===== src/mem_pkg.sv =====
// shared types; word accesses only, address bit 0 must be zero, no byte enables
package mem_pkg;

   localparam int WORDS_PER_LINE = 4;   // words per cache line, also the bank count

   typedef logic [15:0] addr_t;        // byte address
   typedef logic [15:0] data_t;
   typedef logic [4:0]  tag_t;         // addr[15:11]
   typedef logic [7:0]  index_t;       // addr[10:3]
   typedef logic [1:0]  word_sel_t;    // addr[2:1], picks the bank as well
   typedef logic [14:0] word_addr_t;   // addr[15:1]

   // processor side request, held stable while req is high
   typedef struct packed {
      addr_t addr;
      data_t wdata;
      logic  write;
   } cpu_req_t;

   typedef struct packed {
      data_t rdata;
      logic  hit;      // low when the access needed a line fill
      logic  err;      // odd address, nothing was done
   } cpu_resp_t;

   // one word per memory transaction
   typedef struct packed {
      word_addr_t addr;
      data_t      wdata;
      logic       write;
   } mem_req_t;

endpackage


===== src/mem_arbiter.sv =====
// round-robin owner of the memory port; grant lasts one full four-phase transaction
`timescale 1ns/1ns

module mem_arbiter import mem_pkg::*; #(
   parameter int N_PORTS = 2
) (
   input  logic               clk,
   input  logic               reset,
   input  logic [N_PORTS-1:0] port_req,
   input  mem_req_t           port_req_data [N_PORTS],
   output logic [N_PORTS-1:0] port_ack,
   output data_t              port_rdata,
   output logic               mem_req,
   output mem_req_t           mem_req_data,
   input  logic               mem_ack,
   input  data_t              mem_rdata
);

   localparam int PW = (N_PORTS > 1) ? $clog2(N_PORTS) : 1;
   typedef logic [PW-1:0] port_idx_t;

   port_idx_t grant_q;
   port_idx_t last_q;     // port served last
   port_idx_t pick;
   port_idx_t sel;
   logic      active_q;
   logic      any_req;

   // nearest requester after the last served port wins
   always_comb begin
      pick    = last_q;
      any_req = 1'b0;
      for (int k = N_PORTS; k >= 1; k--) begin
         if (port_req[(int'(last_q) + k) % N_PORTS]) begin
            pick    = port_idx_t'((int'(last_q) + k) % N_PORTS);
            any_req = 1'b1;
         end
      end
   end

   // first cycle goes straight through on the pick, no added latency
   assign sel          = active_q ? grant_q : pick;
   assign mem_req      = active_q ? port_req[grant_q] : (any_req && !mem_ack);
   assign mem_req_data = port_req_data[sel];
   assign port_rdata   = mem_rdata;           // broadcast

   always_comb begin
      for (int i = 0; i < N_PORTS; i++) begin
         port_ack[i] = active_q && (int'(grant_q) == i) && mem_ack;
      end
   end

   always_ff @(posedge clk) begin
      if (reset) begin
         active_q <= 1'b0;
         grant_q  <= '0;
         last_q   <= port_idx_t'(N_PORTS - 1);   // port 0 first
      end else if (!active_q) begin
         if (any_req && !mem_ack) begin
            active_q <= 1'b1;
            grant_q  <= pick;
         end
      end else if (!port_req[grant_q] && !mem_ack) begin
         active_q <= 1'b0;
         last_q   <= grant_q;
      end
   end

endmodule


===== config.mk =====
export PLATFORM = sky130hd
export DESIGN_NAME = mem_arbiter
export DESIGN_NICKNAME = d
export VERILOG_FILES = /design/src/mem_pkg.sv /design/src/mem_arbiter.sv
export SDC_FILE = /design/constraint.sdc
export NUM_CORES = 1
export LEC_CHECK = 0
export BUFFER_PORTS_ARGS = -buffer_cell sky130_fd_sc_hd__buf_2
export CAP_MARGIN = 15
export CORE_UTILIZATION = 28
export CTS_CLUSTER_DIAMETER = 100
export DETAILED_ROUTE_END_ITERATION = 10
export PLACE_DENSITY_LB_ADDON = 0.2
export SETUP_SLACK_MARGIN = 0.02
export SLEW_MARGIN = 5
export SYNTH_ARGS = -nofsm -noshare
export SYNTH_HDL_FRONTEND = slang
export SYNTH_SLANG_ARGS = --single-unit
export TNS_END_PERCENT = 20

===== constraint.sdc =====
create_clock -name clk -period 3.6 [get_ports clk]
set_input_delay 1.08 -clock clk [delete_from_list [all_inputs] [get_ports clk]]
set_output_delay 1.08 -clock clk [all_outputs]
set_load 0.005 [all_outputs]

# Word-level counts from Yosys, hierarchy flattened
# Cells that the tools add are included.
[word_totals]
out_inout_bits = 51
register_bits = 3
ram_bits = 0
rom_bits = 0
in_bits = 85
latch_bits = 0
wordCells = 44
mem_count = 0
[op_classes]
n_reduce_logical = 10
n_bitwise = 5
div_mod_pow = 0
n_mul = 0
shifts = 0
order_cmp = 4
add_sub_neg = 2
eq_ne = 0
mux = 20
[ops]
columns = ["cell", "count"]
rows = [
  ["32-bit 2-to-1 mux", 3],
  ["1-bit 2-to-1 mux", 17],
  ["1-bit logical AND", 6],
  ["2-bit by 3-bit < comparator with 1-bit output, second input constant", 2],
  ["2-bit AND reduction", 2],
  ["1-bit adder, second input constant", 2],
  ["1-bit bitwise AND, first input constant", 2],
  ["2-bit >= comparator, second input constant", 1],
  ["1-bit zero test", 2],
  ["1-bit by 2-bit < comparator with 1-bit output, second input constant", 1],
  ["1-bit NOT", 2],
  ["1-bit NOT with 2-bit output", 1],
]

# Longest topological paths before layout
# Gate-level depths: netlist of the first run.
[depth]
depth_word = 12
ltp_mapped = 5
depth_no_buf = 3

# Least setup slack after synthesis of the first run
# OpenSTA, ideal clock, no wires.
[synth_timing]
path_kind = "input port to output port"
startpoint = "input port port_req[0]"
endpoint = "output port mem_req_data[1] in the netlist's numbering"
t_required_ns = 2.520
path_stages = 5
slack_ns = 0.443
arrival_ns = 2.077
path_buffers = 2
cell_sequence = "buf_6 > a21o_1 > o21ai_4 > buf_6 > mux2_2"
[synth_rtl]
columns = ["item", "line_no", "text"]
rows = [
  ["start: declaration", "mem_arbiter.sv:9", "input logic [N_PORTS-1:0] port_req,"],
  ["end: declaration", "mem_arbiter.sv:14", "output mem_req_t mem_req_data,"],
]

==> metrics.md, run 1 <==
| Metric | Value |
|---|---|
| Global-route wire length before repair | 3180 microns |
| Number of slew-limit violations in the final report | 0 |
| Time the final worst path needs with I/O delays and setup | 3.39 ns |
| Average instance area after synthesis | 9.25 sq um |
| Initial antenna violation count | 0 |
| Final-report setup violation count | 0 |
| Worst clock skew | 0.00345 ns |
| Area of the core | 0.00248 sq mm |
| Fin Hold WS | 0.577 ns |
| Number of synthesized flops with an enable pin | 0 |
| Top library cells by usage in the layout, fill and taps aside | buf_2, mux2_2, a21oi_1, dfxtp_1, clkbuf_4 |
| Cell area after placement | 0.00114 sq mm |
| First DRT Iteration DRCs | 5 |
| CTS tree | built |
| Max Root-Sink Buffers | 2 |
| Die outline width | 53.1 microns |
| Final Hold Vio Count | 0 |
| Leakage power summed over all cells | 0.638 nW |
| Number of buffers created by CTS | 3 |
| Post-Route Utilization | 47.0% |
| HPWL Detailed | 2180 microns |
| Leading cell type in the layout, fill and taps excluded | buf_2 |
| DRT Wirelength | 2530 microns |
| IO Port Bufs | 103 |
| Largest net degree at the start of global routing | 33 |
| Total die area | 0.00282 sq mm |
| Setup TNS | 0 ns |
| Number of antenna repair diodes | 0 |
| Count of nets after finishing | 253 |
| Post-Syn Instances | 79 |
| Fraction of synthesis flops using an asynchronous set or reset pin | 0% |
| Clock Sink Count | 3 |
| Initial Util | 29.5% |
| Classification of the worst-slack hold path | register to register |
| Synth warn | 0 |
| Transition at the pin with the smallest max-transition slack | 0.361 ns |
| Post-Synthesis Cell Area | 731 sq um |
| H-Tree Depth | 1 |
| Required arrival time at the worst endpoint | 2.52 ns |
| Proportion of synthesized chip area in sequential cells | 8.22% |
| Boundary Pins | 136 |
| Final critical-path share of the clock period | 94.1% |
| GRT Total Usage | 15.7% |
| Max rail drop VDD | 0.115 mV |
| Post-route cell area | 0.00116 sq mm |
| Multi-input gate area in the final layout | 498 sq um |
| Share of final-layout standard cells stronger than drive strength 1 | 83.2% |
| Cell row count | 18 |
| Congestion Overflow GR | 0 |
| Net count after synthesis | 164 |
| Synth cell types | 21 |
| Largest fanout on the critical path | 32 |
| Status | finished clean |
| Area growth from synthesis to final layout | 59.4% |
| Average wire length per cell after detail routing | 12.8 microns |
| Worst endpoint data arrival time | 2.31 ns |
| Slew HR | 75.3% |
| RSZ-0062 raised after global routing | false |
| Kind of critical path | input pin to primary output |
| Most instantiated flip-flop cell in the synthesis netlist | dfxtp_1 |
| Clock root buffer | clkbuf_4 |
| Clock latency at the later pin of the worst-skew pair | 0.23 ns |
| Chip height | 53.1 microns |
| Post-CTS setup buffers | 0 |
| Hold_buf cts | 0 |
| Synthesized flop and latch total | 3 |
| Global placement routability congestion | 0.681 |
| CTS clock-pin slew for the worst setup and hold paths | 0.03 ns |
| Number of iterations in the first detailed-routing pass | 4 |
| F_max | 295 MHz |
| Sequential cell area | 60.1 sq um |
| Via-per-instance ratio | 4.68 |
| DRC errors left | 0 |
| Fill count | 258 |
| Routed Antenna Nets | 0 |
| Crit end category | primary output |
| Total power per unit cell area | 225 mW/mm^2 |
| Kind of start point of the critical path | input pin |
| Max-cap check violation count | 0 |
| Vias in the first global route | 699 |
| Count of vias placed by the detailed router | 922 |
| CTS-repair resized insts | 0 |
[state kept, by name (all words and copies together), names as in the netlist]
register	cells
grant_q	1
active_q	1
last_q	1
[cell families after synthesis]
family | count (synthesis) | synth area share (%)
AO/OA/AOI/OAI | 10 | 10.3
buffers and inverters | 22 | 23.6
flip-flops | 3 | 8.22
multiplexers | 32 | 49.3
AND/OR/NAND/NOR | 12 | 8.56
[path summary, 6_finish.rpt]
check	from	endpoint	slack (ns)	depth (start not counted)
min	last_q	last_q	0.58	2
min reg2reg	last_q	last_q	0.58	2
max	port_req[0]	mem_req_data[9]	0.21	6
max reg2reg	active_q	active_q	2.45	3
[area by class of cell]
cell class	instances	area share [%]
Sequential cell	3	5.16
Timing Repair Buffer	104	46.0
Tap cell	30	3.22
Clock buffer	4	2.26
Inverter	2	0.644
Multi-Input combinational cell	54	42.7
[routing by layer]
layer  wire length (microns)  GRT usage [%]  part of all wire [%]
met5                       0              0                     0
met4                       5           6.58                  0.20
met2                    1190           24.9                    47
met1                    1070           20.0                    42
met3                     256           3.74                    10
[through the flow]
stage / std cells / worst slack (ns) / power (mW)
2_1_floorplan: 79 / 0.443 / 0.140
3_3_place_gp: 193 / 0.262 / 0.202
3_5_place_dp: 193 / 0.225 / 0.204
4_1_cts: 197 / 0.215 / 0.268
5_1_grt: 197 / 0.170 / 0.285
6_report: 197 / 0.214 / 0.262
[synth_stat cells, types with 2 or more instances]
cell | count | area, sq um
mux2_2 | 31 | 349
buf_4 | 16 | 120
buf_6 | 4 | 45.0
a21oi_1 | 3 | 15.0
dfxtp_1 | 3 | 60.1
a21o_1 | 2 | 15.0
and3_1 | 2 | 12.5
inv_1 | 2 | 7.51
nand2_1 | 2 | 7.51
nor2_1 | 2 | 7.51
nor3_1 | 2 | 10.0
[power by group]
group | total, mW | switching [mW] | internal [mW] | leakage (nW)
Sequential | 0.0387 | 0.00331 | 0.0354 | 0.0246
Clock | 0.0584 | 0.0169 | 0.0415 | 0.0150
Combinational | 0.165 | 0.0625 | 0.102 | 0.599
[worst max-delay path, cell delays in order]
cell	delay, ns
buf_2	0.14
a21o_1	0.21
o21ai_4	0.15
buf_12	0.21
mux2_2	0.36
buf_2	0.13
No activity file was read; power rests on OpenSTA's default activity.
==> inputs of run 2 (changes only) <==
Settings changed: ABC_AREA set to 1, CORE_UTILIZATION 28 to 30, PLACE_DENSITY set to 0.86, PLACE_DENSITY_LB_ADDON 0.2 to not set.
==> run 2 against run 1 <==
  * Routed wire length down 2.7%
  * Highest routed layer unchanged
  * Die area increased by 4.2%
  * Power rose by 7.0%
  * Final cell count rose by 37%
  * Largest cell class is now multi-input combinational cells
  * Final area up 4.1%
  * Via count grew 34%
  * Clock power shrank 2%
==> metrics.md, run 2 <==
| Metric | Value |
|---|---|
| Status | finished clean |
| Fraction of synthesis flops using an asynchronous set or reset pin | 0% |
| Hold EP | last_q |
| Area of the core | 0.00252 sq mm |
| IO Port Bufs | 103 |
| Top library cells by usage in the layout, fill and taps aside | buf_2, nand2_1, nand3_1 |
| Startpoint of the lowest-slack hold path | last_q |
| Flop pwr share | 14.1% |
| Post-synthesis share of cell area spent on xor and xnor gates | 0% |
| F_max | 312 MHz |
| Number of buffers created by CTS | 3 |
| Classification of the worst-slack hold path | register to register |
| Leading cell type in the layout, fill and taps excluded | buf_2 |
| Net count after synthesis | 242 |
| Crit path largest cell delay | 0.32 ns |
| Top-area cell type share of the netlist area | 34.0% |
| Boundary Pins | 136 |
| Register-to-Register Setup Slack | 2.33 ns |
| Synth cell types | 17 |
| H-Tree Depth | 1 |
| Top flop regs | active_q: 1 flops, grant_q: 1 flops, last_q: 1 flops |
| Via-per-instance ratio | 4.58 |
| Synthesized-area fraction occupied by adder cells | 0% |
| Average instance area after synthesis | 5.20 sq um |
| Clk pwr share | 20.4% |
| Final-report setup violation count | 0 |
| Worst path most repeated cell | nand2_1 |
| Slew HR | 58.4% |
| Die outline width | 54.2 microns |
| Net switching component of the power | 0.113 mW |
| Vias in the first global route | 944 |
| Worst endpoint data arrival time | 2.13 ns |
| Synthesized flop and latch total | 3 |
| Post-Synthesis Cell Area | 817 sq um |
| Kind of start point of the critical path | input pin |
| Number of antenna repair diodes | 0 |
| Post-synthesis share of cell area spent on and, or, nand and nor gates | 63.6% |
| Max rail drop VDD | 0.259 mV |
| Proportion of synthesized chip area in sequential cells | 7.35% |
| List of most frequent post-synthesis cells | nand2_1, nand3_1, buf_4 |
| Number of slew-limit violations in the final report | 0 |
| Count of nets after finishing | 326 |
| Main combinational cell family by area after synthesis | simple AND/OR/NAND/NOR gates |
| Global placement routability congestion | 0.932 |
| Final critical-path share of the clock period | 89.1% |
| Setup TNS | 0 ns |
| HPWL Detailed | 1960 microns |
| Fin Hold WS | 0.503 ns |
| Chip height | 54.2 microns |
| Transition at the pin with the smallest max-transition slack | 0.622 ns |
| Synth warn | 0 |
| CTS tree | built |
| First DRT Iteration DRCs | 14 |
| Post-layout worst setup margin | 0.392 ns |
| DRC errors left | 0 |
| Post-Syn Instances | 157 |
| Total power per unit cell area | 231 mW/mm^2 |
| Worst clock skew | 0.00369 ns |
| Hold_buf cts | 0 |
| Average wire length per cell after detail routing | 9.11 microns |
| Number of synthesized flops with an enable pin | 0 |
| Clock Sink Count | 3 |
| Kind of critical path | input pin to primary output |
| Required arrival time at the worst endpoint | 2.52 ns |
| CTS clock-pin slew for the worst setup and hold paths | 0.03 ns |
| Most repeated cell in the gate-level netlist after synthesis | nand2_1 |
| Clock latency at the later pin of the worst-skew pair | 0.23 ns |
| Int Power | 0.167 mW |
| Total die area | 0.00294 sq mm |
| Clock root buffer | clkbuf_4 |
| Routed Antenna Nets | 0 |
| Cell area after placement | 0.00119 sq mm |
| Congestion Overflow GR | 0 |
| Worst Reg2Reg Path Length in Cells | 3 |
| Largest fanout on the critical path | 32 |
| Crit end category | primary output |
| CTS-repair resized insts | 0 |
| Overall power consumption | 0.280 mW |
| Number of iterations in the first detailed-routing pass | 4 |
| Worst-path cell chain | buf_2, nand2_1, nand3_4, nand2_4, nand2_1, nand2_1, buf_2 |
| Combinational power share | 65.5% |
| Fill count | 270 |
| Global-route wire length before repair | 3510 microns |
| Share of final-layout standard cells stronger than drive strength 1 | 46.7% |
| Max-cap check violation count | 0 |
| Post-route cell area | 0.00121 sq mm |
| Area fraction in compound gates after synthesis | 2.45% |
| Worst Hold Depth | 2 |
| WP buf/inv | 2 |
| RSZ-0062 raised after global routing | false |
| Area growth from synthesis to final layout | 48.4% |
| Time the final worst path needs with I/O delays and setup | 3.21 ns |
| Leakage power summed over all cells | 0.835 nW |
| Top post-synthesis cells by area | nand2_1, nand3_1, buf_4, dfxtp_1, buf_6 |
| GRT Total Usage | 15.9% |
| Reg2Reg Launch Point | active_q |
| Cell taking the most area after synthesis | nand2_1 |
| Net switching share of the total power | 40.3% |
| Cell row count | 18 |
| Slowest-stage cell, CP | nand2_4 |
| Final Hold Vio Count | 0 |
| Initial antenna violation count | 0 |
| Sequential cell area | 60.1 sq um |
| R2r endpoint | last_q |
| Largest net degree at the start of global routing | 36 |
| Count of vias placed by the detailed router | 1,237 |
| Top delay family on crit path | simple AND/OR/NAND/NOR gates |
| Multi-input gate area in the final layout | 539 sq um |
| Proportion of synthesized area in mux cells | 0% |
| Max Root-Sink Buffers | 2 |
| Initial Util | 32.4% |
| Most instantiated flip-flop cell in the synthesis netlist | dfxtp_1 |
| Post-place setup slack | 0.380 ns |
| Post-CTS setup buffers | 0 |
| DRT Wirelength | 2460 microns |
## run 2: kinds of logic after synthesis
| kind of cell | count (synthesis) |
|---|---|
| flops | 3 |
| buf+inv | 32 |
| compound gates | 4 |
| simple gates | 118 |
## run 2: routing by layer
metal  vias to the layer above  GRT usage [%]  share of wire, %
li1                        652              -                 -
met1                       512           16.0                39
met2                        63           30.5                50
met3                        10           2.82               9.4
met4                         0           8.12               1.6
met5                         -              0                 0
## run 2: stage by stage
| step | instances | utilization (%) |
|---|---|---|
| 6_report | 270 | 48.1 |
| 5_1_grt | 270 | 48.1 |
| 4_1_cts | 270 | 48.1 |
| 3_5_place_dp | 266 | 47.0 |
| 3_3_place_gp | 266 | 47.0 |
| 2_1_floorplan | 157 | - |
## run 2: power groups by stage
stage	Clock (mW)	Combinational [mW]	Sequential (mW)
global route	0.0621	0.216	0.0400
CTS	0.0598	0.186	0.0393
finish	0.0573	0.183	0.0395
detailed placement	0	0.185	0.0398
global placement	0	0.183	0.0397
floorplan	0	0.120	0.0391
## run 2: area by class of cell
cell class / count / share of cell area (%)
Multi-Input combinational cell: 122 / 44.5
Timing Repair Buffer: 104 / 43.1
Sequential cell: 3 / 4.95
Tap cell: 30 / 3.10
Clock buffer: 4 / 2.17
Inverter: 7 / 2.17
## run 2: worst max-delay path by stage
stage / start / end / cells after the start
2_1_floorplan: port_req[0] / mem_req_data[0] / 6
3_3_place_gp: port_req[0] / mem_req_data[5] / 7
3_5_place_dp: port_req[0] / mem_req_data[3] / 7
4_1_cts: port_req[0] / mem_req_data[3] / 7
5_1_grt: port_req[0] / mem_req_data[11] / 7
6_report: port_req[0] / mem_req_data[10] / 7
## run 2: worst reg2reg max path: stages, from the launching register on
cell	delay, ns
dfxtp_1	0.41
nand2_2	0.40
nand3b_1	0.31
nand3_1	0.08
